`config.mk`:
```
export PLATFORM = sky130hd
export DESIGN_NAME = bus_router
export DESIGN_NICKNAME = d
export VERILOG_FILES = /design/src/include/boot_rom_image.svh /design/src/design/soc_pkg.sv /design/src/design/bus_router.sv
export SDC_FILE = /design/constraint.sdc
export NUM_CORES = 1
export LEC_CHECK = 0
export BUFFER_PORTS_ARGS = -buffer_cell sky130_fd_sc_hd__buf_2
export CORE_AREA = 2 2 162 164
export DETAILED_ROUTE_END_ITERATION = 8
export DIE_AREA = 0 0 164 166
export GPL_TIMING_DRIVEN = 0
export HOLD_SLACK_MARGIN = 0.12
export PLACE_DENSITY = 0.37
export SLEW_MARGIN = 10
export SYNTH_ARGS = -nofsm -noshare
export SYNTH_HDL_FRONTEND = slang
export SYNTH_SLANG_ARGS = --single-unit
export TNS_END_PERCENT = 100
```
`constraint.sdc`:
```
create_clock -name clock -period 8.6 [get_ports clock]
set_input_delay 1.29 -clock clock [delete_from_list [all_inputs] [get_ports clock]]
set_output_delay 1.29 -clock clock [all_outputs]
set_load 0.005 [all_outputs]
```
`src/include/boot_rom_image.svh`:
```
// Contents of the boot ROM, one word per word index.
// The ROM fills itself from this rule, and the checker predicts read data from it.

function automatic logic [31:0] boot_rom_word(input int unsigned index);
  logic [31:0] x;
  x = index * 32'h9E37_79B1 + 32'h1357_9BDF;
  x = x ^ (x >> 15);
  x = x * 32'h85EB_CA6B;
  x = x ^ (x >> 13);
  x = x * 32'hC2B2_AE35;
  x = x ^ (x >> 16);
  return x;
endfunction

```
`src/design/soc_pkg.sv`:
```
package soc_pkg;

  localparam logic [31:0] rom_base_addr = 32'h0000_0000;
  localparam logic [31:0] rom_top_addr = 32'h0000_0400;
  localparam logic [31:0] ram_base_addr = 32'h0001_0000;
  localparam logic [31:0] ram_top_addr = 32'h0001_1000;
  localparam logic [31:0] timer_base_addr = 32'h0200_0000;
  localparam logic [31:0] timer_top_addr = 32'h0201_0000;

  localparam logic [15:0] timer_msip_offset = 16'h0000;
  localparam logic [15:0] timer_cmp_lo_offset = 16'h4000;
  localparam logic [15:0] timer_cmp_hi_offset = 16'h4004;
  localparam logic [15:0] timer_time_lo_offset = 16'hBFF8;
  localparam logic [15:0] timer_time_hi_offset = 16'hBFFC;

  localparam int rom_words = 256;
  localparam int ram_words = 1024;
  localparam int rom_index_width = $clog2(rom_words);
  localparam int ram_index_width = $clog2(ram_words);

  // Request from the requester, or from the router to one target.
  typedef struct packed {
    logic        valid;
    logic        instr; // Set for an instruction fetch.
    logic [31:0] addr;
    logic [31:0] wdata;
    logic [3:0]  wstrb; // All zero means a read.
  } mem_req_t;

  typedef struct packed {
    logic        ready;
    logic        error;
    logic [31:0] rdata;
  } mem_rsp_t;

endpackage

```
`src/design/bus_router.sv`:
```
`timescale 1ns/1ps

module bus_router
  import soc_pkg::*;
(
  input  logic     clock,
  input  logic     reset,
  input  mem_req_t host_req,
  output mem_rsp_t host_rsp,
  output mem_req_t rom_req,
  output mem_req_t ram_req,
  output mem_req_t timer_req,
  input  mem_rsp_t rom_rsp,
  input  mem_rsp_t ram_rsp,
  input  mem_rsp_t timer_rsp
);

  logic        in_rom;
  logic        in_ram;
  logic        in_timer;
  logic        is_write;
  logic        rom_en;
  logic        ram_en;
  logic        timer_en;
  logic        err_en;
  logic        err_ready;
  logic [31:0] base_addr;
  logic [31:0] offset;

  assign in_rom = host_req.addr >= rom_base_addr && host_req.addr < rom_top_addr;
  assign in_ram = host_req.addr >= ram_base_addr && host_req.addr < ram_top_addr;
  assign in_timer = host_req.addr >= timer_base_addr && host_req.addr < timer_top_addr;
  assign is_write = host_req.wstrb != 4'b0000;

  always_comb begin
    base_addr = '0;
    rom_en = 1'b0;
    ram_en = 1'b0;
    timer_en = 1'b0;
    if (in_rom) begin
      base_addr = rom_base_addr;
      rom_en = host_req.valid && !is_write; // The ROM takes no writes.
    end else if (in_ram) begin
      base_addr = ram_base_addr;
      ram_en = host_req.valid;
    end else if (in_timer) begin
      base_addr = timer_base_addr;
      timer_en = host_req.valid && !host_req.instr;
    end
  end

  // Anything valid that no target accepts is answered here.
  assign err_en = host_req.valid && !(rom_en || ram_en || timer_en);
  assign offset = host_req.addr - base_addr;

  always_comb begin
    rom_req = host_req;
    rom_req.addr = offset;
    rom_req.valid = rom_en;
    ram_req = host_req;
    ram_req.addr = offset;
    ram_req.valid = ram_en;
    timer_req = host_req;
    timer_req.addr = offset;
    timer_req.valid = timer_en;
  end

  always_ff @(posedge clock) begin
    if (reset) begin
      err_ready <= 1'b0;
    end else begin
      err_ready <= err_en && !err_ready; // Valid is still held in the ready cycle.
    end
  end

  always_comb begin
    if (rom_rsp.ready) begin
      host_rsp = rom_rsp;
    end else if (ram_rsp.ready) begin
      host_rsp = ram_rsp;
    end else if (timer_rsp.ready) begin
      host_rsp = timer_rsp;
    end else if (err_ready) begin
      host_rsp.ready = 1'b1;
      host_rsp.error = 1'b1;
      host_rsp.rdata = '0;
    end else begin
      host_rsp = '0;
    end
  end

  // Only one access is in flight, so at most one source may answer.
  assert property (@(posedge clock) disable iff (reset)
    $onehot0({rom_rsp.ready, ram_rsp.ready, timer_rsp.ready, err_ready}))
    else $error("More than one response source is ready.");

endmodule

```
# --- Yosys cells after proc, flatten, opt, wreduce, memory -nomap -nowiden ---
# Cells that the tools add are included.
totals:
  regBits: 1
  in_bits: 174
  output_inout_bits: 244
  elab_cells: 35
classes:
  add_sub_neg: 1
  magnitude_cmp: 6
  n_mux: 13
  n_reduce_logical: 14
ops:
  columns: ["operator", "n"]
  rows:
  - ["$mux 34", 4]
  - ["$mux 26", 3]
  - ["$ge 32x1->1 const B", 1]
  - ["$ge 32x17->1 const B", 1]
  - ["$ge 32x26->1 const B", 1]
  - ["$lt 32x11->1 const B", 1]
  - ["$lt 32x17->1 const B", 1]
  - ["$lt 32x26->1 const B", 1]
  - ["$sub 32x32->32", 1]
  - ["$logic_and 1x1->1", 7]
  - ["$mux 1", 6]
  - ["$logic_not 1->1", 4]
  - ["$reduce_bool 4->1", 1]
  - ["$logic_or 1x1->1", 2]

# --- Longest topological paths before layout ---
logic_depth:
  word_depth: 9
  depth_mapped: 10
  ltp_nobuf: 9

# --- Worst setup path after synthesis ---
# Ideal clock, no wire load.
synth_timing:
  path_type: "input -> output"
  startpoint: "input host_req[59] (netlist name)"
  endpoint: "output rom_req[66] (netlist name)"
  arrival_ns: 4.316
  required_time_ns: 7.310
  path_slack_ns: 2.994
  stages: 10
  n_path_buf: 1
  cell_sequence: "or4_4 or4b_4 nor4_4 ha_1 ha_1 or3b_2 o31ai_1 nand3b_1 xnor2_1 buf_4"
synth_lines:
  columns: ["item", "line", "rtl"]
  rows:
  - ["start: declaration", "bus_router.sv:8", "input mem_req_t host_req,"]
  - ["end: declaration", "bus_router.sv:10", "output mem_req_t rom_req,"]

==> impl_metrics.json <==
{
  "hold_path.class": "register to register",
  "yosys.area.top_type": "buf_4",
  "rsz0062_at_grt": "no",
  "synthDistinctLibCells": 32,
  "synth-seq-cells": 1,
  "synth-seq-area-share_pct": 0.7905,
  "critPathMaxStageDelay_ns": 0.56,
  "post_drt_wl_per_cell_um": 12.20,
  "setup_viol": 0,
  "clock_latency_ns": 0,
  "cp_slowest_cell": "or4_4",
  "routed-via-count": 3564,
  "synthCells": 374,
  "max_freq_mhz": 161.6,
  "fin_area_um2": 4818,
  "track_usage_pct": 8.563,
  "syn_area_per_cell_um2": 6.771,
  "die_h_um": 166,
  "drtIter0Drc": 131,
  "p_leak_uw": 0.002805,
  "finalCritPeriodShare_pct": 71.94,
  "slew_viol_final": 0,
  "skew_ns": 0,
  "setup.worst_path.start_class": "input port",
  "grt_overflow": 0,
  "endpoint_kind": "output pin",
  "power.switching_uw": 85.91,
  "crit_path_max_fanout": 5,
  "cp.required_ns": 7.31,
  "firstDrtPassIters": 6,
  "ctsHoldBuffers": 0,
  "antenna_cells": 0,
  "fin_nets": 926,
  "max-cap-violations": 0,
  "largest_reg_flops": 1,
  "wl_um": 13200,
  "ios": 418,
  "cts_setup_buffers": 0,
  "synth_flop_cell": "dfxtp_1",
  "syn_area_um2": 2532,
  "setup_tns_ns": 0,
  "final-hold-violation-count": 0,
  "worstMarginPinSlew_ns": 0.7166,
  "area_growth_pct": 90.27,
  "grt_first_pass_wirelength_um": 18430,
  "synth_top_area_share_pct": 57.51,
  "fp-row-count": 59,
  "antenna_found_initial": 1,
  "regToRegSetupSlack_ns": 7.83,
  "top_register": "err_ready",
  "synth_edf_count": 0,
  "ys_async_sr_fraction_pct": 0,
  "path_cells": "buf_2 -> or4_4 -> or4b_4 -> nor4_4 -> ha_1 -> ha_1 -> or3b_2 -> o31ai_1 -> nand3b_1 -> xnor2_1 -> buf_4 -> buf_2",
  "synth.most_common_cell": "buf_4",
  "routabilityCongestion": 0.7120,
  "die_area_um2": 27220,
  "ant_nets": 0,
  "synth.top_cells.by_area": "buf_4 58%, a22oi_1 9.5%, o21ai_0 6.5%",
  "critical_path_class": "input port to output pin",
  "swShare_pct": 38.38,
  "place_area_um2": 4818,
  "clk_pin_slew_worst_paths_ns": 0,
  "grt_pass1_vias": 3242,
  "hpwl_um": 12110,
  "post-route-drc-count": 0,
  "initial_core_util_pct": 9.886,
  "power_frac_comb_pct": 97.6,
  "fillCellCount": 2986,
  "reg_top3": "err_ready: 1 flops",
  "grt_max_degree": 11,
  "period_needed_ns": 6.187,
  "viasPerCell": 3.294,
  "core_area_um2": 25620,
  "pwr-share-clk_pct": 0,
  "die_x_um": 164,
  "p_seq_share_pct": 2.4,
  "cellPowerDensity_nw_per_um2": 46.46,
  "cts_resized": 0,
  "relSlewSlack_pct": 52.23,
  "syn-num-nets": 551,
  "yosys-top-cells-count": "194 x buf_4, 40 x nand2_1, 33 x o21ai_0",
  "outcome": "complete, no violations",
  "arrival_ns": 4.90,
  "p_int_uw": 137.9,
  "portBuffers": 373,
  "ys.warnings.count": 0,
  "drive_gt1_share_pct": 76.71,
  "ir_worst_vdd_v": 0.00001192
}
[cell usage in the layout, fill, tap and decap left out, types with 4 or more instances in the layout]
cell type and count:
nand2_1 40, o21ai_0 33, xor2_1 5, nor2_1 7, xnor2_1 8, buf_4 194
clkbuf_1 15, buf_2 373, nor3_1 4, inv_1 4, a22oi_1 32
[power by group through the flow]
stage	Clock, uW	Combinational (uW)	Sequential (uW)
6_report	0	219	5.34
5_1_grt	0	240	5.46
4_1_cts	0	223	5.47
3_5_place_dp	0	222	5.47
3_3_place_gp	0	223	5.47
2_1_floorplan	0	110	5.12
[metrics by stage]
step | total power (uW) | setup slack, ns | hold WS (ns) | util, % | instances
after floorplan | 115.0 | 2.994 | 0.4173 | - | 374
after global placement | 228.2 | 2.321 | 0.5772 | 18.81 | 1082
after detailed placement | 227.4 | 2.318 | 0.5767 | 18.81 | 1082
after CTS | 228.2 | 2.321 | 0.5776 | 18.81 | 1082
after global routing | 245.7 | 2.092 | 0.5911 | 18.81 | 1082
final | 223.9 | 2.413 | 0.5152 | 18.81 | 1082
[final cells by class]
cell class / instances / area, um2 / area share [%]
flip-flops and latches: 1 / 20.02 / 0.4155
plain buffers: 209 / 1513 / 31.39
repair buffers: 373 / 1867 / 38.74
well taps: 335 / 419.2 / 8.699
inverters: 4 / 15.01 / 0.3116
multi-input cells: 160 / 984.7 / 20.44
[cells by family after synthesis]
group,after synthesis,synth area share [%]
muxes,1,0.3953
and+or+nand+nor,73,15.02
xor gates and xnor gates,13,4.496
AOI/OAI and AO/OA,70,17.49
buffers and inverters,213,60.33
DFF,1,0.7905
adders and majority gates,3,1.482
[critical path, delay by kind of cell]
family	cells	cell delay (ns)
buffers and inverters	3	0.37
adder cells (fa/ha/maj)	2	0.46
AO/OA/AOI/OAI	1	0.44
AND/OR/NAND/NOR	5	2.02
XOR/XNOR	1	0.30
[worst paths after layout]
kind | start | to | depth (start not counted)
worst max-delay path | host_req[59] | rom_req[66] | 12
worst min-delay path | err_ready | err_ready | 1
worst max register to register | err_ready | err_ready | 1
worst min register to register | err_ready | err_ready | 1
[per-layer routing]
metal | vias up | GRT usage [%] | part of all wire [%]
met5 | - | 0 | 0.091
met3 | 2 | 0.7742 | 8.6
met1 | 1550 | 9.486 | 37
li1 | 1803 | - | -
met2 | 207 | 18.10 | 54
met4 | 2 | 0 | 0.023
(Power assumes the default switching activity.)
