**src/include/boot_rom_image.svh**
```systemverilog
// Contents of the boot ROM, one word per word index.
// The ROM fills itself from this rule, and the checker predicts read data from it.

function automatic logic [31:0] boot_rom_word(input int unsigned index);
  logic [31:0] x;
  x = index * 32'h9E37_79B1 + 32'h1357_9BDF;
  x = x ^ (x >> 15);
  x = x * 32'h85EB_CA6B;
  x = x ^ (x >> 13);
  x = x * 32'hC2B2_AE35;
  x = x ^ (x >> 16);
  return x;
endfunction

```
**src/design/soc_pkg.sv**
```systemverilog
package soc_pkg;

  localparam logic [31:0] rom_base_addr = 32'h0000_0000;
  localparam logic [31:0] rom_top_addr = 32'h0000_0400;
  localparam logic [31:0] ram_base_addr = 32'h0001_0000;
  localparam logic [31:0] ram_top_addr = 32'h0001_1000;
  localparam logic [31:0] timer_base_addr = 32'h0200_0000;
  localparam logic [31:0] timer_top_addr = 32'h0201_0000;

  localparam logic [15:0] timer_msip_offset = 16'h0000;
  localparam logic [15:0] timer_cmp_lo_offset = 16'h4000;
  localparam logic [15:0] timer_cmp_hi_offset = 16'h4004;
  localparam logic [15:0] timer_time_lo_offset = 16'hBFF8;
  localparam logic [15:0] timer_time_hi_offset = 16'hBFFC;

  localparam int rom_words = 256;
  localparam int ram_words = 1024;
  localparam int rom_index_width = $clog2(rom_words);
  localparam int ram_index_width = $clog2(ram_words);

  // Request from the requester, or from the router to one target.
  typedef struct packed {
    logic        valid;
    logic        instr; // Set for an instruction fetch.
    logic [31:0] addr;
    logic [31:0] wdata;
    logic [3:0]  wstrb; // All zero means a read.
  } mem_req_t;

  typedef struct packed {
    logic        ready;
    logic        error;
    logic [31:0] rdata;
  } mem_rsp_t;

endpackage

```
**src/design/core_timer.sv**
```systemverilog
`timescale 1ns/1ps

module core_timer
  import soc_pkg::*;
(
  input  logic     clock,
  input  logic     reset,
  input  mem_req_t req,
  output mem_rsp_t rsp,
  output logic     msip,
  output logic     mtip
);

  logic [63:0] mtime_q;
  logic [63:0] mtime_next;
  logic [63:0] cmp_q;
  logic        msip_q;
  logic        mtip_q;
  logic        ready_q;
  logic [31:0] rdata_q;
  logic [31:0] read_word;
  logic [15:0] offset;
  logic        accept;
  logic        write;

  function automatic logic [31:0] merge_bytes(input logic [31:0] old_word,
                                              input logic [31:0] new_word,
                                              input logic [3:0]  strobe);
    logic [31:0] result;
    result = old_word;
    for (int lane = 0; lane < 4; lane++) begin
      if (strobe[lane]) begin
        result[lane*8 +: 8] = new_word[lane*8 +: 8];
      end
    end
    return result;
  endfunction

  assign offset = req.addr[15:0];
  assign accept = req.valid && !ready_q;
  assign write = accept && req.wstrb != 4'b0000;

  always_comb begin
    mtime_next = mtime_q + 64'd1;
    if (write && offset == timer_time_lo_offset) begin
      mtime_next[31:0] = merge_bytes(mtime_q[31:0], req.wdata, req.wstrb);
    end else if (write && offset == timer_time_hi_offset) begin
      mtime_next[63:32] = merge_bytes(mtime_q[63:32], req.wdata, req.wstrb);
    end
  end

  always_comb begin
    case (offset)
      timer_msip_offset:    read_word = {31'b0, msip_q};
      timer_cmp_lo_offset:  read_word = cmp_q[31:0];
      timer_cmp_hi_offset:  read_word = cmp_q[63:32];
      timer_time_lo_offset: read_word = mtime_q[31:0];
      timer_time_hi_offset: read_word = mtime_q[63:32];
      default:              read_word = '0;
    endcase
  end

  always_ff @(posedge clock) begin
    if (reset) begin
      mtime_q <= '0;
      cmp_q <= '1; // No timer interrupt until software sets a compare value.
      msip_q <= 1'b0;
      mtip_q <= 1'b0;
      ready_q <= 1'b0;
    end else begin
      mtime_q <= mtime_next;
      mtip_q <= mtime_q >= cmp_q;
      ready_q <= accept;
      if (write && offset == timer_msip_offset && req.wstrb[0]) begin
        msip_q <= req.wdata[0];
      end
      if (write && offset == timer_cmp_lo_offset) begin
        cmp_q[31:0] <= merge_bytes(cmp_q[31:0], req.wdata, req.wstrb);
      end
      if (write && offset == timer_cmp_hi_offset) begin
        cmp_q[63:32] <= merge_bytes(cmp_q[63:32], req.wdata, req.wstrb);
      end
    end
  end

  always_ff @(posedge clock) begin
    if (accept) begin
      rdata_q <= write ? '0 : read_word;
    end
  end

  assign rsp.ready = ready_q;
  assign rsp.error = 1'b0;
  assign rsp.rdata = rdata_q;
  assign msip = msip_q;
  assign mtip = mtip_q;

  // Fetches from this region are answered with an error by the router.
  assert property (@(posedge clock) disable iff (reset) req.valid |-> !req.instr)
    else $error("Instruction fetch reached the timer.");

endmodule

```
**config.mk**
```make
export PLATFORM = sky130hd
export DESIGN_NAME = core_timer
export DESIGN_NICKNAME = d
export VERILOG_FILES = /design/src/include/boot_rom_image.svh /design/src/design/soc_pkg.sv /design/src/design/core_timer.sv
export SDC_FILE = /design/constraint.sdc
export NUM_CORES = 1
export LEC_CHECK = 0
export BUFFER_PORTS_ARGS = -buffer_cell sky130_fd_sc_hd__buf_2
export CORE_ASPECT_RATIO = 1.4
export CORE_MARGIN = 2
export CORE_UTILIZATION = 54
export DETAILED_ROUTE_END_ITERATION = 10
export PLACE_DENSITY_LB_ADDON = 0.15
export SETUP_SLACK_MARGIN = 0.15
export SKIP_CTS_REPAIR_TIMING = 1
export SYNTH_ARGS = -nofsm -noshare
export SYNTH_HDL_FRONTEND = slang
export SYNTH_SLANG_ARGS = --single-unit
```
**constraint.sdc**
```tcl
create_clock -name clock -period 2.7 [get_ports clock]
set_input_delay 0.405 -clock clock [delete_from_list [all_inputs] [get_ports clock]]
set_output_delay 0.405 -clock clock [all_outputs]
set_load 0.02 [all_outputs]
```
; ---- After elaboration in Yosys (flattened, before gate mapping)
; Index checks and enable logic that the tools add are counted.
[word_totals]
reg_bits = 163
in_bits = 72
out_inout_bits = 36
elab_cells = 61
[op_classes]
n_addsub = 1
n_lt_le_gt_ge = 1
eq_ne = 12
muxes = 8
reduce_logical = 19
[op_table]
columns = operator, n
row1 = case mux 32 bit (5 select lines), 1
row2 = 2-to-1 mux 32 bit, 3
row3 = adder 64 x 1 -> 64 bit (second input constant), 1
row4 = greater-or-equal comparator 64 bit, 1
row5 = equality test 16 x 15 -> 1 bit (second input constant), 2
row6 = equality test 16 bit (second input constant), 2
row7 = 2-to-1 mux 8 bit, 4
row8 = logical NOT 16 bit, 1
row9 = AND reduction 2 bit, 8
row10 = != test 3 bit (second input constant), 4
row11 = logical AND 1 bit, 8
row12 = != test 2 bit (second input constant), 4
row13 = nonzero test 4 bit, 1
row14 = logical NOT 1 bit, 1

; ---- Longest topological paths before layout
[depth]
ltp_word = 6
depth_mapped = 9

; ---- Worst setup path before layout
; OpenSTA, ideal clock, no wires.
[synth_timing]
path_type = input to register
startpoint = in req[69] (netlist name)
endpoint = reg mtime_q[56]
setup_ns = 0.074
arrival_ns = 2.481
setup_slack_ns = 0.145
path_stages = 9
path_buffers = 2
cell_sequence = nand2b_1 clkbuf_1 inv_2 nand2b_1 clkbuf_1 o31ai_1 or4b_4 or3_1 a31oi_1
[synth_between]
elab_chain_len = 5
elab_cells_between_ends = 7
[synth_rtl]
columns = item, line_no
row1 = from (decl), core_timer.sv:8  ; input mem_req_t req,
row2 = logical AND 1 bit (*), core_timer.sv:40  ; assign accept = req.valid && !ready_q;
row3 = named net accept, core_timer.sv:23  ; logic accept;
row4 = logical AND 1 bit (*), core_timer.sv:41  ; assign write = accept && req.wstrb != 4'b0000;
row5 = logical AND 1 bit, core_timer.sv:47  ; end else if (write && offset == timer_time_hi_offset) begin
row6 = 2-to-1 mux 32 bit, core_timer.sv:47
row7 = 2-to-1 mux 32 bit, core_timer.sv:45  ; if (write && offset == timer_time_lo_offset) begin
row8 = to (signal assigned), core_timer.sv:71  ; mtime_q <= mtime_next;
row9 = to (decl), core_timer.sv:14  ; logic [63:0] mtime_q;
; The timed path passes the listed nets; every way through them passes the cells marked *.
; A chain may end at the register's enable or synchronous reset.

; ---- Worst setup path in the final report
[layout_timing]
startpoint = reg mtime_q[14]
endpoint = reg mtime_q[56]
[layout_between]
elab_chain_len = 3
[layout_rtl]
columns = item, line_no
row1 = adder 64 x 1 -> 64 bit (*), core_timer.sv:44  ; mtime_next = mtime_q + 64'd1;
row2 = 2-to-1 mux 32 bit, core_timer.sv:47
row3 = 2-to-1 mux 32 bit (*), core_timer.sv:45
; Every way passes the cells marked *; elsewhere a longest branch is shown, timed or not.

==> impl_metrics.csv <==
group,metric,value,unit
clock_tree,tritoncts,"built",
floorplan,fp.dieArea,20100,sq um
placed_design,hpwl,24400,microns
worst_setup_path,start_kind,"flop",
pwr,p_clk_share,44.3,%
worst_setup_path,cp_max_fo,6,
timing,hold_violations,0,
route,drt_wl_total,33400,microns
pwr,pwr-share-seq,49.1,%
pwr,power,0.00512,W
route,drt-vias-per-instance,6.28,
timing,slew-limit-headroom,45.5,%
final_layout,final_nets,1498,
timing,tightest_slew,818,ps
global_routing,gr-usage-all-layers,33.4,%
yosys,synthCells,1216,
outcome,status,"complete, no violations",
worst_setup_path,ff2ff_path_depth,6,
yosys,synth.top_cells.by_area,"dfxtp_1, edfxtp_1, ha_1",
pwr,p_comb_share,6.5,%
worst_setup_path,cp_cell_sequence,"and4_4 -> nand4_4 -> or4_4 -> or4b_4 -> or3_1 -> a31oi_1",
min_path,hold_class,"in -> reg",
min_path,hold_depth,3,
pwr,swShare,25.8,%
yosys,synth-seq-area-share,35.1,%
floorplan,core,18600,sq um
min_path,worstHoldEndpoint,"mtime_q[9]$_SDFFE_PP0P_",
clock_tree,cts_buffer_depth,2,
worst_setup_path,rr_endpoint,"mtime_q[56]$_SDFFE_PP0P_",
final_layout,drive_gt1_share,18.4,%
timing,finClkSkew,14.1,ps
global_routing,grt_max_degree,73,
worst_setup_path,worst-path-buf-inv,0,
global_routing,grt_pass1_vias,9709,
placed_design,dp.cells,1585,
placed_design,postPlaceCellArea,11500,sq um
floorplan,die_y,167,microns
worst_setup_path,r2r_slack,210,ps
timing,timing.fmax,401,MHz
worst_setup_path,path_class,"reg -> reg",
yosys,avgSynthCellArea,8.40,sq um
global_routing,antenna_found_initial,0,
floorplan,initial_core_util,54.9,%
route,postRouteAntennaNets,0,
worst_setup_path,critPathTopFamily,"simple AND/OR/NAND/NOR gates",
yosys,ys_warn_count,0,
route,num_vias,10156,
clock_tree,cts_root_buffer,"clkbuf_16",
yosys,synth_top_area_cell,"dfxtp_1",
worst_setup_path,critical-path-max-stage-delay,600,ps
floorplan,io_pins,108,
yosys,synth-edff-count,32,
clock_tree,clk_latency,440,ps
worst_setup_path,cp_slowest_cell,"or4b_4",
worst_setup_path,critPathCaptureType,"flop",
final_layout,finalNonFillerCells,1618,
timing,maxSlewViolCount,0,
yosys,yosys_register_bits,163,
route,wl_per_cell,20.7,microns
clock_tree,htreeDepth,4,
floorplan,rows,59,
pwr,ir_drop,0.000388,V
worst_setup_path,crit_arrival,2840,ps
clock_tree,cts.clk_slew.worst_paths,70,ps
timing,setup_viol,0,
pwr,power_density,423,nW/um^2
timing,rsz0062_at_grt,"yes",
timing,finalSetupTns,0,ps
min_path,min_from,"req[13]",
floorplan,die_x,120,microns
pwr,p_int,0.00380,W
timing,fin_crit_sh,92.3,%
yosys,synth_area,10200,sq um
final_layout,design_area,12100,sq um
route,drtPass1Iterations,6,
global_routing,grt_overflow,0,
yosys,synth_top_area_share,25.7,%
clock_tree,numClockSinks,163,
yosys,synth.distinct_cells,72,
route,drcViolationCount,0,
timing,layout_min_cycle_time,2490,ps
job,maxCapViolations,0,
placed_design,gp_congestion,1.02,
placed_design,numPortBuffers,89,
final_layout,n_antenna_cell,0,
timing,worst_hold_slack,243,ps
yosys,synth_top_flop_cell,"dfxtp_1",
pwr,p_sw,0.00132,W
yosys,async_reset_ff_share,0,%
worst_setup_path,crit_required,3050,ps
route,drt_iter0_markers,963,
worst_setup_path,r2r_start,"mtime_q[14]$_SDFFE_PP0P_",
pwr,power.leakage,5.51,nW
yosys,syn_nets,1353,
final_layout,area_growth,18.5,%
global_routing,grt_pass1_wl,52100,microns
clock_tree,cts_buffers,17,
cell type report:
type | instances | area [sq um]
Fill cell | 1700 | 6500
Multi-Input combinational cell | 877 | 6000
Sequential cell | 163 | 3590
Timing Repair Buffer | 196 | 1280
Clock buffer | 18 | 429
Inverter | 106 | 400
Tap cell | 244 | 305
Clock inverter | 14 | 104
worst max path at each step:
stage                             startpoint                  endpoint  depth (start not counted)
finish              mtime_q[14]$_SDFFE_PP0P_  mtime_q[56]$_SDFFE_PP0P_                          6
CTS                 mtime_q[13]$_SDFFE_PP0P_  mtime_q[56]$_SDFFE_PP0P_                          6
detailed placement  mtime_q[13]$_SDFFE_PP0P_  mtime_q[56]$_SDFFE_PP0P_                          6
global placement    mtime_q[14]$_SDFFE_PP0P_  mtime_q[56]$_SDFFE_PP0P_                          6
floorplan           mtime_q[13]$_SDFFE_PP0P_  mtime_q[56]$_SDFFE_PP0P_                          7
global route        mtime_q[14]$_SDFFE_PP0P_  mtime_q[56]$_SDFFE_PP0P_                          6
flip-flops by register name (all words and copies together) (netlist names):
name	cells
cmp_q	64
mtime_q	64
rdata_q	32
msip	1
mtip	1
ready_q	1
power by group through the flow:
stage | Sequential [W] | Combinational, W | Clock, W
after detailed placement | 0.00257 | 0.000330 | 0
after floorplan | 0.00260 | 0.000155 | 0
after global placement | 0.00257 | 0.000328 | 0
after CTS | 0.00251 | 0.000330 | 0.00230
after global routing | 0.00252 | 0.000355 | 0.00242
final | 0.00251 | 0.000335 | 0.00227
per-layer routing:
layer	vias up	share of wire (%)	global-route usage, %
met2	455	50	58.1
met3	117	6.1	5.62
li1	4766	-	-
met5	-	0	0
met1	4818	38	38.7
met4	0	5.3	18.4
worst min-delay path, cell delays in order:
cell,delay (ps)
buf_2,120
nand2_1,50
a21oi_1,50
cells by family (layout without fill, tap and decap cells):
family	count (synthesis)	in the layout	synth area share, %
AND/OR/NAND/NOR	430	430	21.2
AO/OA/AOI/OAI	296	296	20.7
buffers and inverters	176	334	6.59
flip-flops	163	163	35.1
multiplexers	80	80	7.98
adder cells (fa/ha/maj)	65	65	7.96
XOR/XNOR	5	5	0.429
other	1	1	0.0367
per-stage QoR:
| stage | worst slack, ps | util, % |
|---|---|---|
| global placement | 144 | 62.1 |
| global route | 138 | 65.1 |
| CTS | 92.2 | 64.9 |
| finish | 208 | 65.1 |
| detailed placement | 115 | 62.1 |
| floorplan | 165 | - |
synthesized netlist by cell type, drive strengths merged (3+ instances only):
cell      n
and4      8
a31oi    30
o31a      4
buf      10
inv     106
o211ai   14
nand3    53
nor4     22
dfxtp   131
or3      15
a211oi   12
a211o    64
nand3b    3
nor2    138
a21oi    63
nor3b     3
a41oi     3
and2      7
mux2i    68
or4      11
or2       3
o311ai    4
o22ai     3
clkbuf   60
nand4    32
o22a     31
xnor2     3
a22oi     5
edfxtp   32
nand2b    5
nor3     17
mux2     12
nand2    82
o31ai     5
and3     22
nand4b    3
o21ai    33
ha       65
a21o      7
layout by cell type (no fill, tap or decap), types with 30 or more instances in the layout:
cell type and instances:
nand2_1 82, a211o_1 64, ha_1 64, edfxtp_1 32, mux2i_1 68, inv_1 105, a21oi_1 63, nand4_1 31
dfxtp_1 128, nor2_1 138, nand3_1 53, buf_2 87, buf_4 107, o22a_1 31, a31oi_1 30
Power figures use the tool's default switching activity.
